[src/include/dbg_settings.svh]
`ifndef DBG_SETTINGS_SVH
`define DBG_SETTINGS_SVH

// probe widths from the processor core
`define DBG_PC_W 7
`define DBG_OPC_W 7

// value range shown in decimal, 20 bits fit six digits modulo one million
`define DBG_VAL_W 20

// pipeline stages with a pc and opcode probe
`define DBG_NUM_STAGES 7

// board resources
`define DBG_NUM_DIGITS 6
`define DBG_SW_W 10
`define DBG_LED_W 10

`endif

[src/rtl/dbg_probe_pkg.sv]
`include "dbg_settings.svh"

package dbg_probe_pkg;

  // stage codes as set on the three low switches, code 7 is unused
  typedef enum logic [2:0] {
    stage_fetch       = 3'd0,
    stage_fetch_wait  = 3'd1,
    stage_decode      = 3'd2,
    stage_execute     = 3'd3,
    stage_memory      = 3'd4,
    stage_memory_wait = 3'd5,
    stage_writeback   = 3'd6
  } stage_sel_e;

  // switch layout, top bit first
  typedef struct packed {
    logic       manual_clk;
    logic       show_reg;
    logic [4:0] view_sel;
    stage_sel_e stage_sel;
  } board_sw_fields_t;

  // raw view for change detection, field view for decoding
  typedef union packed {
    logic [`DBG_SW_W-1:0] raw;
    board_sw_fields_t     f;
  } board_sw_u;

  // view_sel code for the flag view
  localparam logic [4:0] view_flags = 5'b10000;

  // status register bits 31 down to 28
  typedef struct packed {
    logic n;
    logic z;
    logic c;
    logic v;
  } status_flags_t;

endpackage

[src/rtl/seg_display_pkg.sv]
package seg_display_pkg;

  // 0..9 decimal, 10..15 blank
  typedef logic [3:0] digit_t;

  // active low, segment g in bit 6
  typedef logic [6:0] seg_t;

  // digit position 0..5, 0 is least significant
  typedef logic [2:0] digit_idx_t;

  localparam seg_t seg_blank = 7'b1111111;

  function automatic seg_t encode_digit(input digit_t d);
    seg_t s;
    case (d)
      4'd0: s = 7'b1000000;
      4'd1: s = 7'b1111001;
      4'd2: s = 7'b0100100;
      4'd3: s = 7'b0110000;
      4'd4: s = 7'b0011001;
      4'd5: s = 7'b0010010;
      4'd6: s = 7'b0000010;
      4'd7: s = 7'b1111000;
      4'd8: s = 7'b0000000;
      4'd9: s = 7'b0010000;
      default: s = seg_blank;
    endcase
    return s;
  endfunction

endpackage

[src/rtl/disp_digit_if.sv]
`timescale 1ns/1ns

interface disp_digit_if
  import seg_display_pkg::*;
();

  // pulse in the first cycle of every refresh
  logic       restart;
  logic       digit_we;
  digit_idx_t digit_idx;
  digit_t     digit_val;

  modport producer (
    output restart,
    output digit_we,
    output digit_idx,
    output digit_val
  );

  modport consumer (
    input restart,
    input digit_we,
    input digit_idx,
    input digit_val
  );

endinterface

[src/rtl/stage_probe_select.sv]
`timescale 1ns/1ns
`include "dbg_settings.svh"

module stage_probe_select
  import dbg_probe_pkg::*;
(
  input  board_sw_u              sw,
  input  logic [`DBG_PC_W-1:0]   pc_fetch,
  input  logic [`DBG_PC_W-1:0]   pc_fetch_wait,
  input  logic [`DBG_PC_W-1:0]   pc_decode,
  input  logic [`DBG_PC_W-1:0]   pc_execute,
  input  logic [`DBG_PC_W-1:0]   pc_memory,
  input  logic [`DBG_PC_W-1:0]   pc_memory_wait,
  input  logic [`DBG_PC_W-1:0]   pc_writeback,
  input  logic [`DBG_OPC_W-1:0]  opc_fetch,
  input  logic [`DBG_OPC_W-1:0]  opc_fetch_wait,
  input  logic [`DBG_OPC_W-1:0]  opc_decode,
  input  logic [`DBG_OPC_W-1:0]  opc_execute,
  input  logic [`DBG_OPC_W-1:0]  opc_memory,
  input  logic [`DBG_OPC_W-1:0]  opc_memory_wait,
  input  logic [`DBG_OPC_W-1:0]  opc_writeback,
  output logic [`DBG_PC_W-1:0]   stage_pc,
  output logic [`DBG_LED_W-1:0]  led_pattern
);

  logic [`DBG_OPC_W-1:0] stage_opc;

  // pc of the chosen stage
  always_comb begin
    case (sw.f.stage_sel)
      stage_fetch:       stage_pc = pc_fetch;
      stage_fetch_wait:  stage_pc = pc_fetch_wait;
      stage_decode:      stage_pc = pc_decode;
      stage_execute:     stage_pc = pc_execute;
      stage_memory:      stage_pc = pc_memory;
      stage_memory_wait: stage_pc = pc_memory_wait;
      stage_writeback:   stage_pc = pc_writeback;
      default:           stage_pc = '0;
    endcase
  end

  // opcode of the chosen stage
  always_comb begin
    case (sw.f.stage_sel)
      stage_fetch:       stage_opc = opc_fetch;
      stage_fetch_wait:  stage_opc = opc_fetch_wait;
      stage_decode:      stage_opc = opc_decode;
      stage_execute:     stage_opc = opc_execute;
      stage_memory:      stage_opc = opc_memory;
      stage_memory_wait: stage_opc = opc_memory_wait;
      stage_writeback:   stage_opc = opc_writeback;
      default:           stage_opc = '0;
    endcase
  end

  // all ones in register view and the inverted opcode in stage view
  always_comb begin
    if (sw.f.show_reg) begin
      led_pattern = '1;
    end else begin
      led_pattern = {{(`DBG_LED_W - `DBG_OPC_W){1'b0}}, ~stage_opc};
    end
  end

endmodule

[src/rtl/div10_stage.sv]
`timescale 1ns/1ns
`include "dbg_settings.svh"

module div10_stage
  import seg_display_pkg::*;
(
  input  logic                   clk,
  input  logic                   rst_n,
  input  logic [`DBG_VAL_W-1:0]  load_val,
  input  logic                   load,
  output logic [`DBG_VAL_W-1:0]  quotient,
  output digit_t                 remainder
);

  localparam logic [`DBG_VAL_W-1:0] ten = `DBG_VAL_W'd10;

  // one divide step per cycle with the quotient fed back as the next input
  always_ff @(posedge clk or negedge rst_n) begin
    if (!rst_n) begin
      quotient <= '0;
    end else if (load) begin
      quotient <= load_val / ten;
    end
  end

  // digit of the current input in the same cycle
  assign remainder = digit_t'(load_val % ten);

endmodule

[src/rtl/decimal_digit_engine.sv]
`timescale 1ns/1ns
`include "dbg_settings.svh"

module decimal_digit_engine
  import dbg_probe_pkg::*;
  import seg_display_pkg::*;
(
  input  logic                   clk,
  input  logic                   rst_n,
  input  board_sw_u              sw,
  input  logic [`DBG_PC_W-1:0]   stage_pc,
  input  logic [`DBG_VAL_W-1:0]  reg_value,
  input  status_flags_t          flags,
  disp_digit_if.producer         dig
);

  localparam digit_idx_t last_digit = digit_idx_t'(`DBG_NUM_DIGITS - 1);

  digit_idx_t            state_q;
  digit_idx_t            state_d;
  board_sw_u             sw_q;
  board_sw_u             cur_sw;
  logic                  sw_changed;
  logic                  flag_view;
  logic                  write_en;
  logic [2:0]            flag_q;
  logic                  flag_bit;
  logic [`DBG_VAL_W-1:0] src_val;
  logic [`DBG_VAL_W-1:0] div_in;
  logic [`DBG_VAL_W-1:0] quotient;
  digit_t                remainder;

  // a switch change mid-refresh abandons the rest of it
  assign sw_changed = (state_q != '0) && (sw.raw != sw_q.raw);

  // live switches in state 0 and the latched copy after it
  assign cur_sw    = (state_q == '0) ? sw : sw_q;
  assign flag_view = (cur_sw.f.view_sel == view_flags);

  assign src_val = cur_sw.f.show_reg ? reg_value
                                     : {{(`DBG_VAL_W - `DBG_PC_W){1'b0}}, stage_pc};

  // the source goes in first and each quotient after it
  assign div_in = (state_q == '0) ? src_val : quotient;

  div10_stage div_i (
    .clk       (clk),
    .rst_n     (rst_n),
    .load_val  (div_in),
    .load      (write_en),
    .quotient  (quotient),
    .remainder (remainder)
  );

  always_comb begin
    if (sw_changed || state_q == last_digit) begin
      state_d = '0;
    end else begin
      state_d = state_q + 1'b1;
    end
  end

  always_ff @(posedge clk or negedge rst_n) begin
    if (!rst_n) begin
      state_q <= '0;
      sw_q    <= '0;
    end else begin
      state_q <= state_d;
      if (state_q == '0) begin
        sw_q <= sw;
      end
    end
  end

  // c z and n shift out behind the live v bit and zeros follow them
  always_ff @(posedge clk or negedge rst_n) begin
    if (!rst_n) begin
      flag_q <= '0;
    end else if (state_q == '0) begin
      flag_q <= {flags.n, flags.z, flags.c};
    end else begin
      flag_q <= {1'b0, flag_q[2:1]};
    end
  end

  assign flag_bit = (state_q == '0) ? flags.v : flag_q[0];

  // no write in the cycle that detects a switch change
  assign write_en = !sw_changed;

  assign dig.restart   = (state_q == '0);
  assign dig.digit_we  = write_en;
  assign dig.digit_idx = state_q;
  assign dig.digit_val = flag_view ? digit_t'({3'b000, flag_bit}) : remainder;

endmodule

[src/rtl/seg_digit_bank.sv]
`timescale 1ns/1ns
`include "dbg_settings.svh"

module seg_digit_bank
  import seg_display_pkg::*;
(
  input  logic           clk,
  input  logic           rst_n,
  input  logic           manual_clk,
  disp_digit_if.consumer dig,
  output seg_t           hex0,
  output seg_t           hex1,
  output seg_t           hex2,
  output seg_t           hex3,
  output seg_t           hex4,
  output seg_t           hex5
);

  seg_t seg_q [`DBG_NUM_DIGITS];
  logic synced_q;
  logic accept;

  // writes count only once a refresh has started from digit 0
  assign accept = dig.digit_we && (synced_q || dig.restart);

  always_ff @(posedge clk or negedge rst_n) begin
    if (!rst_n) begin
      synced_q <= 1'b0;
      for (int i = 0; i < `DBG_NUM_DIGITS; i++) begin
        seg_q[i] <= seg_blank;
      end
    end else begin
      if (dig.restart) begin
        synced_q <= 1'b1;
      end
      if (accept) begin
        seg_q[dig.digit_idx] <= encode_digit(dig.digit_val);
      end
    end
  end

  // display is dark unless the manual clock switch is on
  assign hex0 = manual_clk ? seg_q[0] : seg_blank;
  assign hex1 = manual_clk ? seg_q[1] : seg_blank;
  assign hex2 = manual_clk ? seg_q[2] : seg_blank;
  assign hex3 = manual_clk ? seg_q[3] : seg_blank;
  assign hex4 = manual_clk ? seg_q[4] : seg_blank;
  assign hex5 = manual_clk ? seg_q[5] : seg_blank;

endmodule

[src/rtl/board_debug_top.sv]
`timescale 1ns/1ns
`include "dbg_settings.svh"

module board_debug_top
  import dbg_probe_pkg::*;
(
  input  logic                   clk,
  input  logic                   rst_n,
  input  logic [`DBG_PC_W-1:0]   pc_fetch,
  input  logic [`DBG_PC_W-1:0]   pc_fetch_wait,
  input  logic [`DBG_PC_W-1:0]   pc_decode,
  input  logic [`DBG_PC_W-1:0]   pc_execute,
  input  logic [`DBG_PC_W-1:0]   pc_memory,
  input  logic [`DBG_PC_W-1:0]   pc_memory_wait,
  input  logic [`DBG_PC_W-1:0]   pc_writeback,
  input  logic [`DBG_OPC_W-1:0]  opc_fetch,
  input  logic [`DBG_OPC_W-1:0]  opc_fetch_wait,
  input  logic [`DBG_OPC_W-1:0]  opc_decode,
  input  logic [`DBG_OPC_W-1:0]  opc_execute,
  input  logic [`DBG_OPC_W-1:0]  opc_memory,
  input  logic [`DBG_OPC_W-1:0]  opc_memory_wait,
  input  logic [`DBG_OPC_W-1:0]  opc_writeback,
  input  logic [31:0]            selected_register,
  input  logic [31:0]            status_register,
  input  logic [`DBG_SW_W-1:0]   sw,
  output logic [6:0]             hex0,
  output logic [6:0]             hex1,
  output logic [6:0]             hex2,
  output logic [6:0]             hex3,
  output logic [6:0]             hex4,
  output logic [6:0]             hex5,
  output logic [`DBG_LED_W-1:0]  ledr
);

  board_sw_u             sw_u;
  status_flags_t         flags;
  logic [`DBG_VAL_W-1:0] reg_value;
  logic [`DBG_PC_W-1:0]  stage_pc;
  logic [`DBG_LED_W-1:0] led_pattern;

  assign sw_u      = board_sw_u'(sw);
  // n z c v sit in the top nibble of the status register
  assign flags     = status_flags_t'(status_register[31:28]);
  assign reg_value = selected_register[`DBG_VAL_W-1:0];

  // leds dark outside manual clock mode, like the digits
  assign ledr = sw_u.f.manual_clk ? led_pattern : '1;

  disp_digit_if dig_if ();

  stage_probe_select probe_sel_i (
    .sw              (sw_u),
    .pc_fetch        (pc_fetch),
    .pc_fetch_wait   (pc_fetch_wait),
    .pc_decode       (pc_decode),
    .pc_execute      (pc_execute),
    .pc_memory       (pc_memory),
    .pc_memory_wait  (pc_memory_wait),
    .pc_writeback    (pc_writeback),
    .opc_fetch       (opc_fetch),
    .opc_fetch_wait  (opc_fetch_wait),
    .opc_decode      (opc_decode),
    .opc_execute     (opc_execute),
    .opc_memory      (opc_memory),
    .opc_memory_wait (opc_memory_wait),
    .opc_writeback   (opc_writeback),
    .stage_pc        (stage_pc),
    .led_pattern     (led_pattern)
  );

  decimal_digit_engine engine_i (
    .clk       (clk),
    .rst_n     (rst_n),
    .sw        (sw_u),
    .stage_pc  (stage_pc),
    .reg_value (reg_value),
    .flags     (flags),
    .dig       (dig_if.producer)
  );

  seg_digit_bank bank_i (
    .clk        (clk),
    .rst_n      (rst_n),
    .manual_clk (sw_u.f.manual_clk),
    .dig        (dig_if.consumer),
    .hex0       (hex0),
    .hex1       (hex1),
    .hex2       (hex2),
    .hex3       (hex3),
    .hex4       (hex4),
    .hex5       (hex5)
  );

endmodule

[config.mk]
export PLATFORM = sky130hd
export DESIGN_NAME = board_debug_top
export DESIGN_NICKNAME = d
export VERILOG_FILES = /design/src/rtl/dbg_probe_pkg.sv /design/src/rtl/seg_display_pkg.sv /design/src/rtl/disp_digit_if.sv /design/src/rtl/stage_probe_select.sv /design/src/rtl/div10_stage.sv /design/src/rtl/decimal_digit_engine.sv /design/src/rtl/seg_digit_bank.sv /design/src/rtl/board_debug_top.sv
export VERILOG_INCLUDE_DIRS = /design/src /design/src/include
export SDC_FILE = /design/constraint.sdc
export NUM_CORES = 1
export LEC_CHECK = 0
export BUFFER_PORTS_ARGS = -buffer_cell sky130_fd_sc_hd__clkbuf_2
export CAP_MARGIN = 20
export CORE_UTILIZATION = 45
export DETAILED_ROUTE_END_ITERATION = 12
export HOLD_SLACK_MARGIN = 0.02
export PLACE_DENSITY = 0.71
export SLEW_MARGIN = 20
export SYNTH_ARGS = -nofsm -noshare
export SYNTH_HDL_FRONTEND = slang
export SYNTH_SLANG_ARGS = --single-unit
[constraint.sdc]
create_clock -name clk -period 10.8 [get_ports clk]
set_input_delay 2.16 -clock clk [delete_from_list [all_inputs] [get_ports clk]]
set_output_delay 2.16 -clock clk [all_outputs]
set_load 0.05 [all_outputs]
==> results.cfg, run 1 <==
[critical_path]
worst_path_largest_cell_delay_ns = 0.50
cp.arrival_ns = 10.48
cp_slowest_cell = or4_4
required_ns = 11.09
crit_path_end_kind = flip-flop
cp-start-kind = input pin
cpMostUsedCell = buf_4
path_max_fanout = 17
critical_path_class = in2reg

[clocking]
cts_tree = done
numCtsBuffers = 9
cts.sinks = 76
cts_root_buffer = clkbuf_16
cts_max_level = 3
clk-insertion-delay-late_ns = 0.34
clk_pin_slew_ns = 0.06
cts_max_path_buffers = 2

[sta]
rsz0062_at_grt = false
timing.hold.ws_ns = 0.448
finalSetupTns_ns = 0
final_period_minus_worst_setup_slack_ns = 10.20
worstMarginPinSlew_ns = 0.948
hold_violations = 0
slew_headroom_pct = 36.8
fin_skew_ns = 0.00870
max_freq_mhz = 98.1
setup_viol = 0
maxSlewViolCount = 0
min_period_over_period_pct = 94.4

[routing]
num_vias = 8407
ant_nets = 0
viasPerCell = 6.07
dr.pass1.iters = 5
wire_per_inst_um = 16.8
drc = 0
first_iter_violations = 851
wl_mm = 23.3

[global_route]
grt.overflow.total = 0
grt_antenna_before_repair = 0
grt_pass1_wl_mm = 39.2
grt_max_degree = 77
track_usage_pct = 26.1
first_global_vias = 7932

[yosys]
syn_nets = 1174
synth-seq-area-share_pct = 24.7
synthArstFlopShare_pct = 100
yosys_warnings = 0
ys_seq_elements = 76
synth.avg_cell_area_um2 = 7.99
syn-cell-area_mm2 = 0.00792
syn_inst = 991
synth_ff_type = dfstp_2
synth-edff-count = 0
synth_cell_types = 102

[placement]
port_buffers = 185
routabilityCongestion = 0.963
dp_hpwl_mm = 17.3

[die]
die_w_um = 135
die_area_mm2 = 0.0181
core_area_mm2 = 0.0172
die_h_um = 135
initial_core_util_pct = 45.9
rows = 48
ios = 226

[layout]
nFillCells = 1577
num-nets-final = 1337
drive_above_1_share_pct = 32.5
diodes = 0
area_growth_pct = 19.5

[job]
max_cap_viol_count = 0

[outcome]
status = finished clean

[worst_hold_path]
min_path_type = reg2reg
==> path summary, 6_finish.rpt <==
path | startpoint | to | slack, ns | cells past startpoint
worst min register to register | engine_i.flag_q[2]$_DFF_PN0_ | engine_i.flag_q[1]$_DFF_PN0_ | 0.45 | 2
max in group asynchronous | rst_n | engine_i.div_i.quotient[11]$_DFFE_PN0N_ | 8.22 | 1
worst max-delay path | sw[8] | bank_i.seg_q[39]$_DFFE_PN1P_ | 0.60 | 35
worst min-delay path | engine_i.flag_q[2]$_DFF_PN0_ | engine_i.flag_q[1]$_DFF_PN0_ | 0.45 | 2
worst max register to register | engine_i.dig.digit_idx[1]$_DFF_PN0_ | bank_i.seg_q[39]$_DFFE_PN1P_ | 1.44 | 35
min in group asynchronous | rst_n | bank_i.synced_q$_DFFE_PN0N_ | 1.97 | 1
==> metal layers <==
metal / routed length [um] / track usage [%] / part of all wire (%) / vias to the layer above
met5: 0 / 0 / 0 / -
met1: 10200 / 35.4 / 44 / 3979
met2: 11200 / 43.6 / 48 / 321
met4: 425 / 6.99 / 1.8 / 0
met3: 1460 / 3.53 / 6.3 / 40
li1: - / - / - / 4067
==> area by class of cell <==
type	count	area, um2	share of cell area [%]
Timing Repair Buffer	218	1180	12.4
Clock buffer	9	225	2.38
Tap cell	225	282	2.97
Multi-Input combinational cell	824	5640	59.6
Inverter	25	93.8	0.992
Clock inverter	7	90.1	0.952
Sequential cell	76	1950	20.7
==> what timing repair did <==
action / CTS / global route
gates resized for setup: 0 / 3
setup buffers: 0 / 0
hold buffers: 0 / 0
endpoints found under the setup margin: 0 / 8
==> synthesized netlist by cell type (all sizes together) (12+ instances only) <==
master	number	area share [%]
a211oi	23	2.6
a21o	12	1.1
a21oi	64	4.1
a31oi	31	2.6
buf	21	1.2
clkbuf	45	2.1
dfrtp	34	11
dfstp	42	14
inv	25	1.2
mux2	41	6.1
mux2i	22	2.9
nand2	132	6.3
nand2b	50	4.0
nand3	31	2.0
nand4	12	0.95
nor2	82	4.0
nor3	26	2.0
nor4	15	1.8
o211ai	26	2.5
o21ai	49	3.1
==> kinds of logic (layout without fill, tap and decap cells) <==
family / after synthesis / after routing / share of synthesized area, %
and+or+nand+nor: 407 / 407 / 26.4
AOI/OAI and AO/OA: 320 / 320 / 29.8
buffers and inverters: 91 / 259 / 4.57
DFF: 76 / 76 / 24.7
muxes: 70 / 70 / 11.0
xor gates and xnor gates: 16 / 16 / 1.77
adders and majority gates: 11 / 11 / 1.69
==> worst max-delay path, delay by kind of cell <==
| kind | cells | cell delay, ns |
|---|---|---|
| buf+inv | 5 | 0.90 |
| fa+ha+maj | 2 | 0.41 |
| simple gates | 10 | 2.36 |
| mux | 2 | 0.67 |
| compound gates | 16 | 3.95 |
==> sequential cells by signal, summed over array words and instances (netlist names) <==
name and cells:
bank_i.synced_q 1, engine_i.dig.digit_idx 3, engine_i.sw_q 10, engine_i.flag_q 3, bank_i.seg_q 42, engine_i.div_i.quotient 17
==> metrics by stage <==
| stage | instance area (um2) | cells | utilization, % | setup WS, ns |
|---|---|---|---|---|
| final | 9460 | 1384 | 54.9 | 0.603 |
| after global routing | 9460 | 1384 | 54.9 | 0.00124 |
| after CTS | 9450 | 1384 | 54.8 | 0.708 |
| after detailed placement | 9130 | 1368 | 53.0 | 0.396 |
| after global placement | 9130 | 1368 | 53.0 | 0.503 |
| after floorplan | 7920 | 991 | - | 1.42 |
==> layout by cell type, fill, tap and decap left out, types with 21 or more instances in the layout <==
| cell | instances |
|---|---|
| nand2b_1 | 50 |
| mux2_2 | 35 |
| nand3_1 | 30 |
| clkbuf_2 | 184 |
| dfrtp_1 | 34 |
| dfstp_2 | 42 |
| mux2i_1 | 21 |
| nor2_1 | 78 |
| nor3_1 | 21 |
| inv_1 | 25 |
| buf_4 | 34 |
| a31oi_1 | 30 |
| nand2_1 | 130 |
| o211ai_1 | 26 |
| o21ai_0 | 34 |
| a21oi_1 | 61 |
Power of run 1 is not shown: default switching activity piles up to over one toggle a cycle in this logic, so the estimate is an artifact.
==> run 2, diff against run 1 <==
clock period = 11 ns   (was 10.8 ns; I/O delays follow)
==> run 2 against run 1 <==
- largest cell class unchanged
- highest routed layer unchanged
- first-iteration DRC count shrank 17%
- non-clock buffer count shrank 5
- sequential share of layout area grew 0.10 points
==> results.cfg, run 2 (synthesized netlist as in run 1, its figures left out) <==
[outcome]
status = finished clean

[sta]
hold_violations = 0
max_freq_mhz = 97.0
rsz0062_at_grt = false
setup_viol = 0
setup_ws_ns = 0.687
timing.hold.ws_ns = 0.448
finalSetupTns_ns = 0
final_period_minus_worst_setup_slack_ns = 10.31
worstMarginPinSlew_ns = 0.952
min_period_over_period_pct = 93.8
fin_skew_ns = 0.0125
maxSlewViolCount = 0
slew_headroom_pct = 36.6

[routing]
dr.pass1.iters = 5
viasPerCell = 6.05
ant_nets = 0
num_vias = 8345
first_iter_violations = 709
wl_mm = 23.3
drc = 0
wire_per_inst_um = 16.9

[global_route]
grt_max_degree = 77
grt_antenna_before_repair = 0
first_global_vias = 7869
track_usage_pct = 25.8
grt.overflow.total = 0
grt_pass1_wl_mm = 38.5

[clocking]
cts_max_path_buffers = 2
cts_max_level = 3
cts_tree = done
numCtsBuffers = 9
clk-insertion-delay-late_ns = 0.35
clk_pin_slew_ns = 0.06
post_cts_resize_count = 0
cts.sinks = 76
cts_setup_buffers = 0
cts_root_buffer = clkbuf_16
hold_buffers = 0

[critical_path]
worst_path_largest_cell_delay_ns = 0.58
cp_num_buf_inv = 3
cp-start-kind = input pin
cp.arrival_ns = 10.61
cp_slowest_cell = nor3_2
path_max_fanout = 11
critPathTopFamily = compound AO/OA/AOI/OAI gates
required_ns = 11.29
critical_path_class = in2reg
crit_path_end_kind = flip-flop

[die]
die_h_um = 135
ios = 226
core_area_mm2 = 0.0172
die_area_mm2 = 0.0181
initial_core_util_pct = 45.9
rows = 48
die_w_um = 135

[placement]
routabilityCongestion = 0.932
dp_hpwl_mm = 17.4
place_inst = 1363
port_buffers = 185
dp_slack_ns = 0.518

[layout]
num-nets-final = 1332
regMostFlops = bank_i.seg_q
diodes = 0
final_cell_mix = clkbuf_2, nand2_1, nor2_1
largest_register_ffs = 42
drive_above_1_share_pct = 32.0
fin_cells = 1379
final_common_cell = clkbuf_2
area_growth_pct = 18.9
reg_top3 = bank_i.seg_q: 42 flops, engine_i.div_i.quotient: 17 flops, engine_i.sw_q: 10 flops

[worst_hold_path]
min_path_type = reg2reg

[job]
max_cap_viol_count = 0
run 2: final timing paths:
path / start / endpoint / slack [ns] / cells past startpoint
hold reg to reg: engine_i.flag_q[2]$_DFF_PN0_ / engine_i.flag_q[1]$_DFF_PN0_ / 0.45 / 2
setup reg to reg: engine_i.dig.digit_idx[1]$_DFF_PN0_ / bank_i.seg_q[13]$_DFFE_PN1P_ / 1.53 / 35
hold / removal: engine_i.flag_q[2]$_DFF_PN0_ / engine_i.flag_q[1]$_DFF_PN0_ / 0.45 / 2
setup / recovery: sw[8] / bank_i.seg_q[13]$_DFFE_PN1P_ / 0.69 / 34
min in group asynchronous: rst_n / engine_i.div_i.quotient[16]$_DFFE_PN0N_ / 2.01 / 1
max in group asynchronous: rst_n / engine_i.div_i.quotient[12]$_DFFE_PN0N_ / 8.38 / 1
run 2: area by class of cell:
cell class | instances | area (um2)
Clock buffer | 9 | 225
Timing Repair Buffer | 213 | 1140
Clock inverter | 7 | 90.1
Tap cell | 225 | 282
Multi-Input combinational cell | 824 | 5630
Sequential cell | 76 | 1950
Fill cell | 1626 | 7820
Inverter | 25 | 93.8
run 2: per-layer routing:
metal,GRT usage [%],up-vias,part of all wire (%)
li1,-,4063,-
met1,34.9,3901,45
met2,42.2,321,47
met3,4.28,60,6.0
met4,7.62,0,2.4
met5,0,-,0
run 2: per-stage QoR:
| stage | cell area (um2) | util (%) |
|---|---|---|
| after CTS | 9410 | 54.6 |
| final | 9420 | 54.6 |
| after global placement | 9090 | 52.8 |
| after detailed placement | 9090 | 52.8 |
| after global routing | 9420 | 54.6 |
| after floorplan | 7920 | - |
run 2: worst min-delay path, delay by kind of cell, from the launching register on:
family           cells  cell delay (ns)
DFF                  1             0.32
and+or+nand+nor      2             0.09
Power of run 2 is left out for the same reason.
==> run 3, diff against run 2 <==
PLACE_DENSITY = default   (was 0.71)
PLACE_DENSITY_LB_ADDON = 0.08   (was default)
==> run 3 against run 2 <==
- critical path depth unchanged
- worst hold slack worse by 0.0050 ns
- final area up 0.82%
- largest cell class unchanged
- clock skew down 0.0014 ns
- critical path type unchanged
- first-iteration DRC count down 15%
- via count down 0.71%
==> results.cfg, run 3 (synthesized netlist as in run 1, its figures left out) <==
[layout]
utilization_pct = 55.1
reg_top3 = bank_i.seg_q: 42 flops, engine_i.div_i.quotient: 17 flops, engine_i.sw_q: 10 flops
area_growth_pct = 19.9
num-nets-final = 1347
diodes = 0
largest_register_ffs = 42
final_common_cell = clkbuf_2
regMostFlops = bank_i.seg_q
final_cell_mix = clkbuf_2, nand2_1, nor2_1
nFillCells = 1630
drive_above_1_share_pct = 32.8

[critical_path]
cp_slowest_cell = or4_4
path_max_fanout = 18
cp-startpoint = sw[8]
required_ns = 11.29
cp.arrival_ns = 10.50
cp_num_buf_inv = 4
crit_path_end_kind = flip-flop
cp-start-kind = input pin
worst_path_largest_cell_delay_ns = 0.50
critical_path_class = in2reg
reg2reg_from = engine_i.dig.digit_idx[1]$_DFF_PN0_
cpMostUsedCell = nor2_1
critPathTopFamily = compound AO/OA/AOI/OAI gates

[die]
initial_core_util_pct = 45.9
rows = 48
die_h_um = 135
ios = 226
die_w_um = 135
core_area_mm2 = 0.0172
die_area_mm2 = 0.0181

[routing]
drc = 0
first_iter_violations = 603
wire_per_inst_um = 16.7
wl_mm = 23.3
num_vias = 8286
ant_nets = 0
dr.pass1.iters = 5
viasPerCell = 5.94

[placement]
routabilityCongestion = 0.917
port_buffers = 185
dp_hpwl_mm = 17.0
dp_slack_ns = 0.597

[sta]
timing.hold.ws_ns = 0.443
min_period_over_period_pct = 92.8
rsz0062_at_grt = false
finalSetupTns_ns = 0
hold_violations = 0
final_period_minus_worst_setup_slack_ns = 10.21
setup_viol = 0
setup_ws_ns = 0.793
fin_skew_ns = 0.0111
slew_headroom_pct = 37.2
worstMarginPinSlew_ns = 0.942
maxSlewViolCount = 0
max_freq_mhz = 98.0

[clocking]
post_cts_resize_count = 0
cts_root_buffer = clkbuf_16
clk-insertion-delay-late_ns = 0.35
numCtsBuffers = 9
cts_max_path_buffers = 2
hold_buffers = 0
cts_setup_buffers = 0
cts_tree = done
clk_pin_slew_ns = 0.06
cts_max_level = 3
cts.sinks = 76

[global_route]
first_global_vias = 7508
grt_max_degree = 77
grt_pass1_wl_mm = 38.3
grt.overflow.total = 0
grt_antenna_before_repair = 0
track_usage_pct = 26.0

[outcome]
status = finished clean

[job]
max_cap_viol_count = 0

[worst_hold_path]
min_path_type = reg2reg
min_from = engine_i.flag_q[1]$_DFF_PN0_
[run 3: cell types whose count changed in the layout (fill, tap and decap cells not counted)]
cell	previous run	this run
buf_4	29	43
nor4_1	8	9
buf_6	0	1
nor4_4	3	2
bufinv_16	1	0
inv_8	3	0
inv_6	1	4
clkbuf_8	0	1
[run 3: worst paths after layout]
path / endpoint / slack (ns) / cells after the start
hold reg to reg: engine_i.flag_q[0]$_DFF_PN0_ / 0.44 / 2
max in group asynchronous: engine_i.div_i.quotient[0]$_DFFE_PN0N_ / 8.63 / 1
setup reg to reg: bank_i.seg_q[4]$_DFFE_PN1P_ / 1.92 / 35
hold / removal: engine_i.flag_q[0]$_DFF_PN0_ / 0.44 / 2
setup / recovery: bank_i.seg_q[4]$_DFFE_PN1P_ / 0.79 / 34
min in group asynchronous: engine_i.div_i.quotient[15]$_DFFE_PN0N_ / 1.89 / 1
[run 3: layout make-up]
cell class / instances / area, um2 / share of cell area [%]
tap: 225 / 282 / 2.97
sequential: 76 / 1950 / 20.6
clock inverter: 6 / 52.6 / 0.554
multi-input combinational: 824 / 5620 / 59.2
inverter: 25 / 93.8 / 0.988
clock buffer: 10 / 239 / 2.52
timing repair buffer: 228 / 1250 / 13.2
[run 3: per-layer routing]
metal | GRT usage, % | wire length (um)
met1 | 36.8 | 10900
met2 | 40.8 | 10600
met3 | 4.02 | 1350
met4 | 7.43 | 385
met5 | 0 | 0
[run 3: per-stage QoR]
stage / cells / instance area, um2
2_1_floorplan: 991 / 7920
3_3_place_gp: 1378 / 9200
3_5_place_dp: 1378 / 9200
4_1_cts: 1394 / 9490
5_1_grt: 1394 / 9490
6_report: 1394 / 9490
[run 3: tightest hold or removal path: stages, from the launching register on]
cell     delay (ns)
dfrtp_1        0.32
nand2_1        0.04
nand2_1        0.05
Power of run 3 is left out for the same reason.
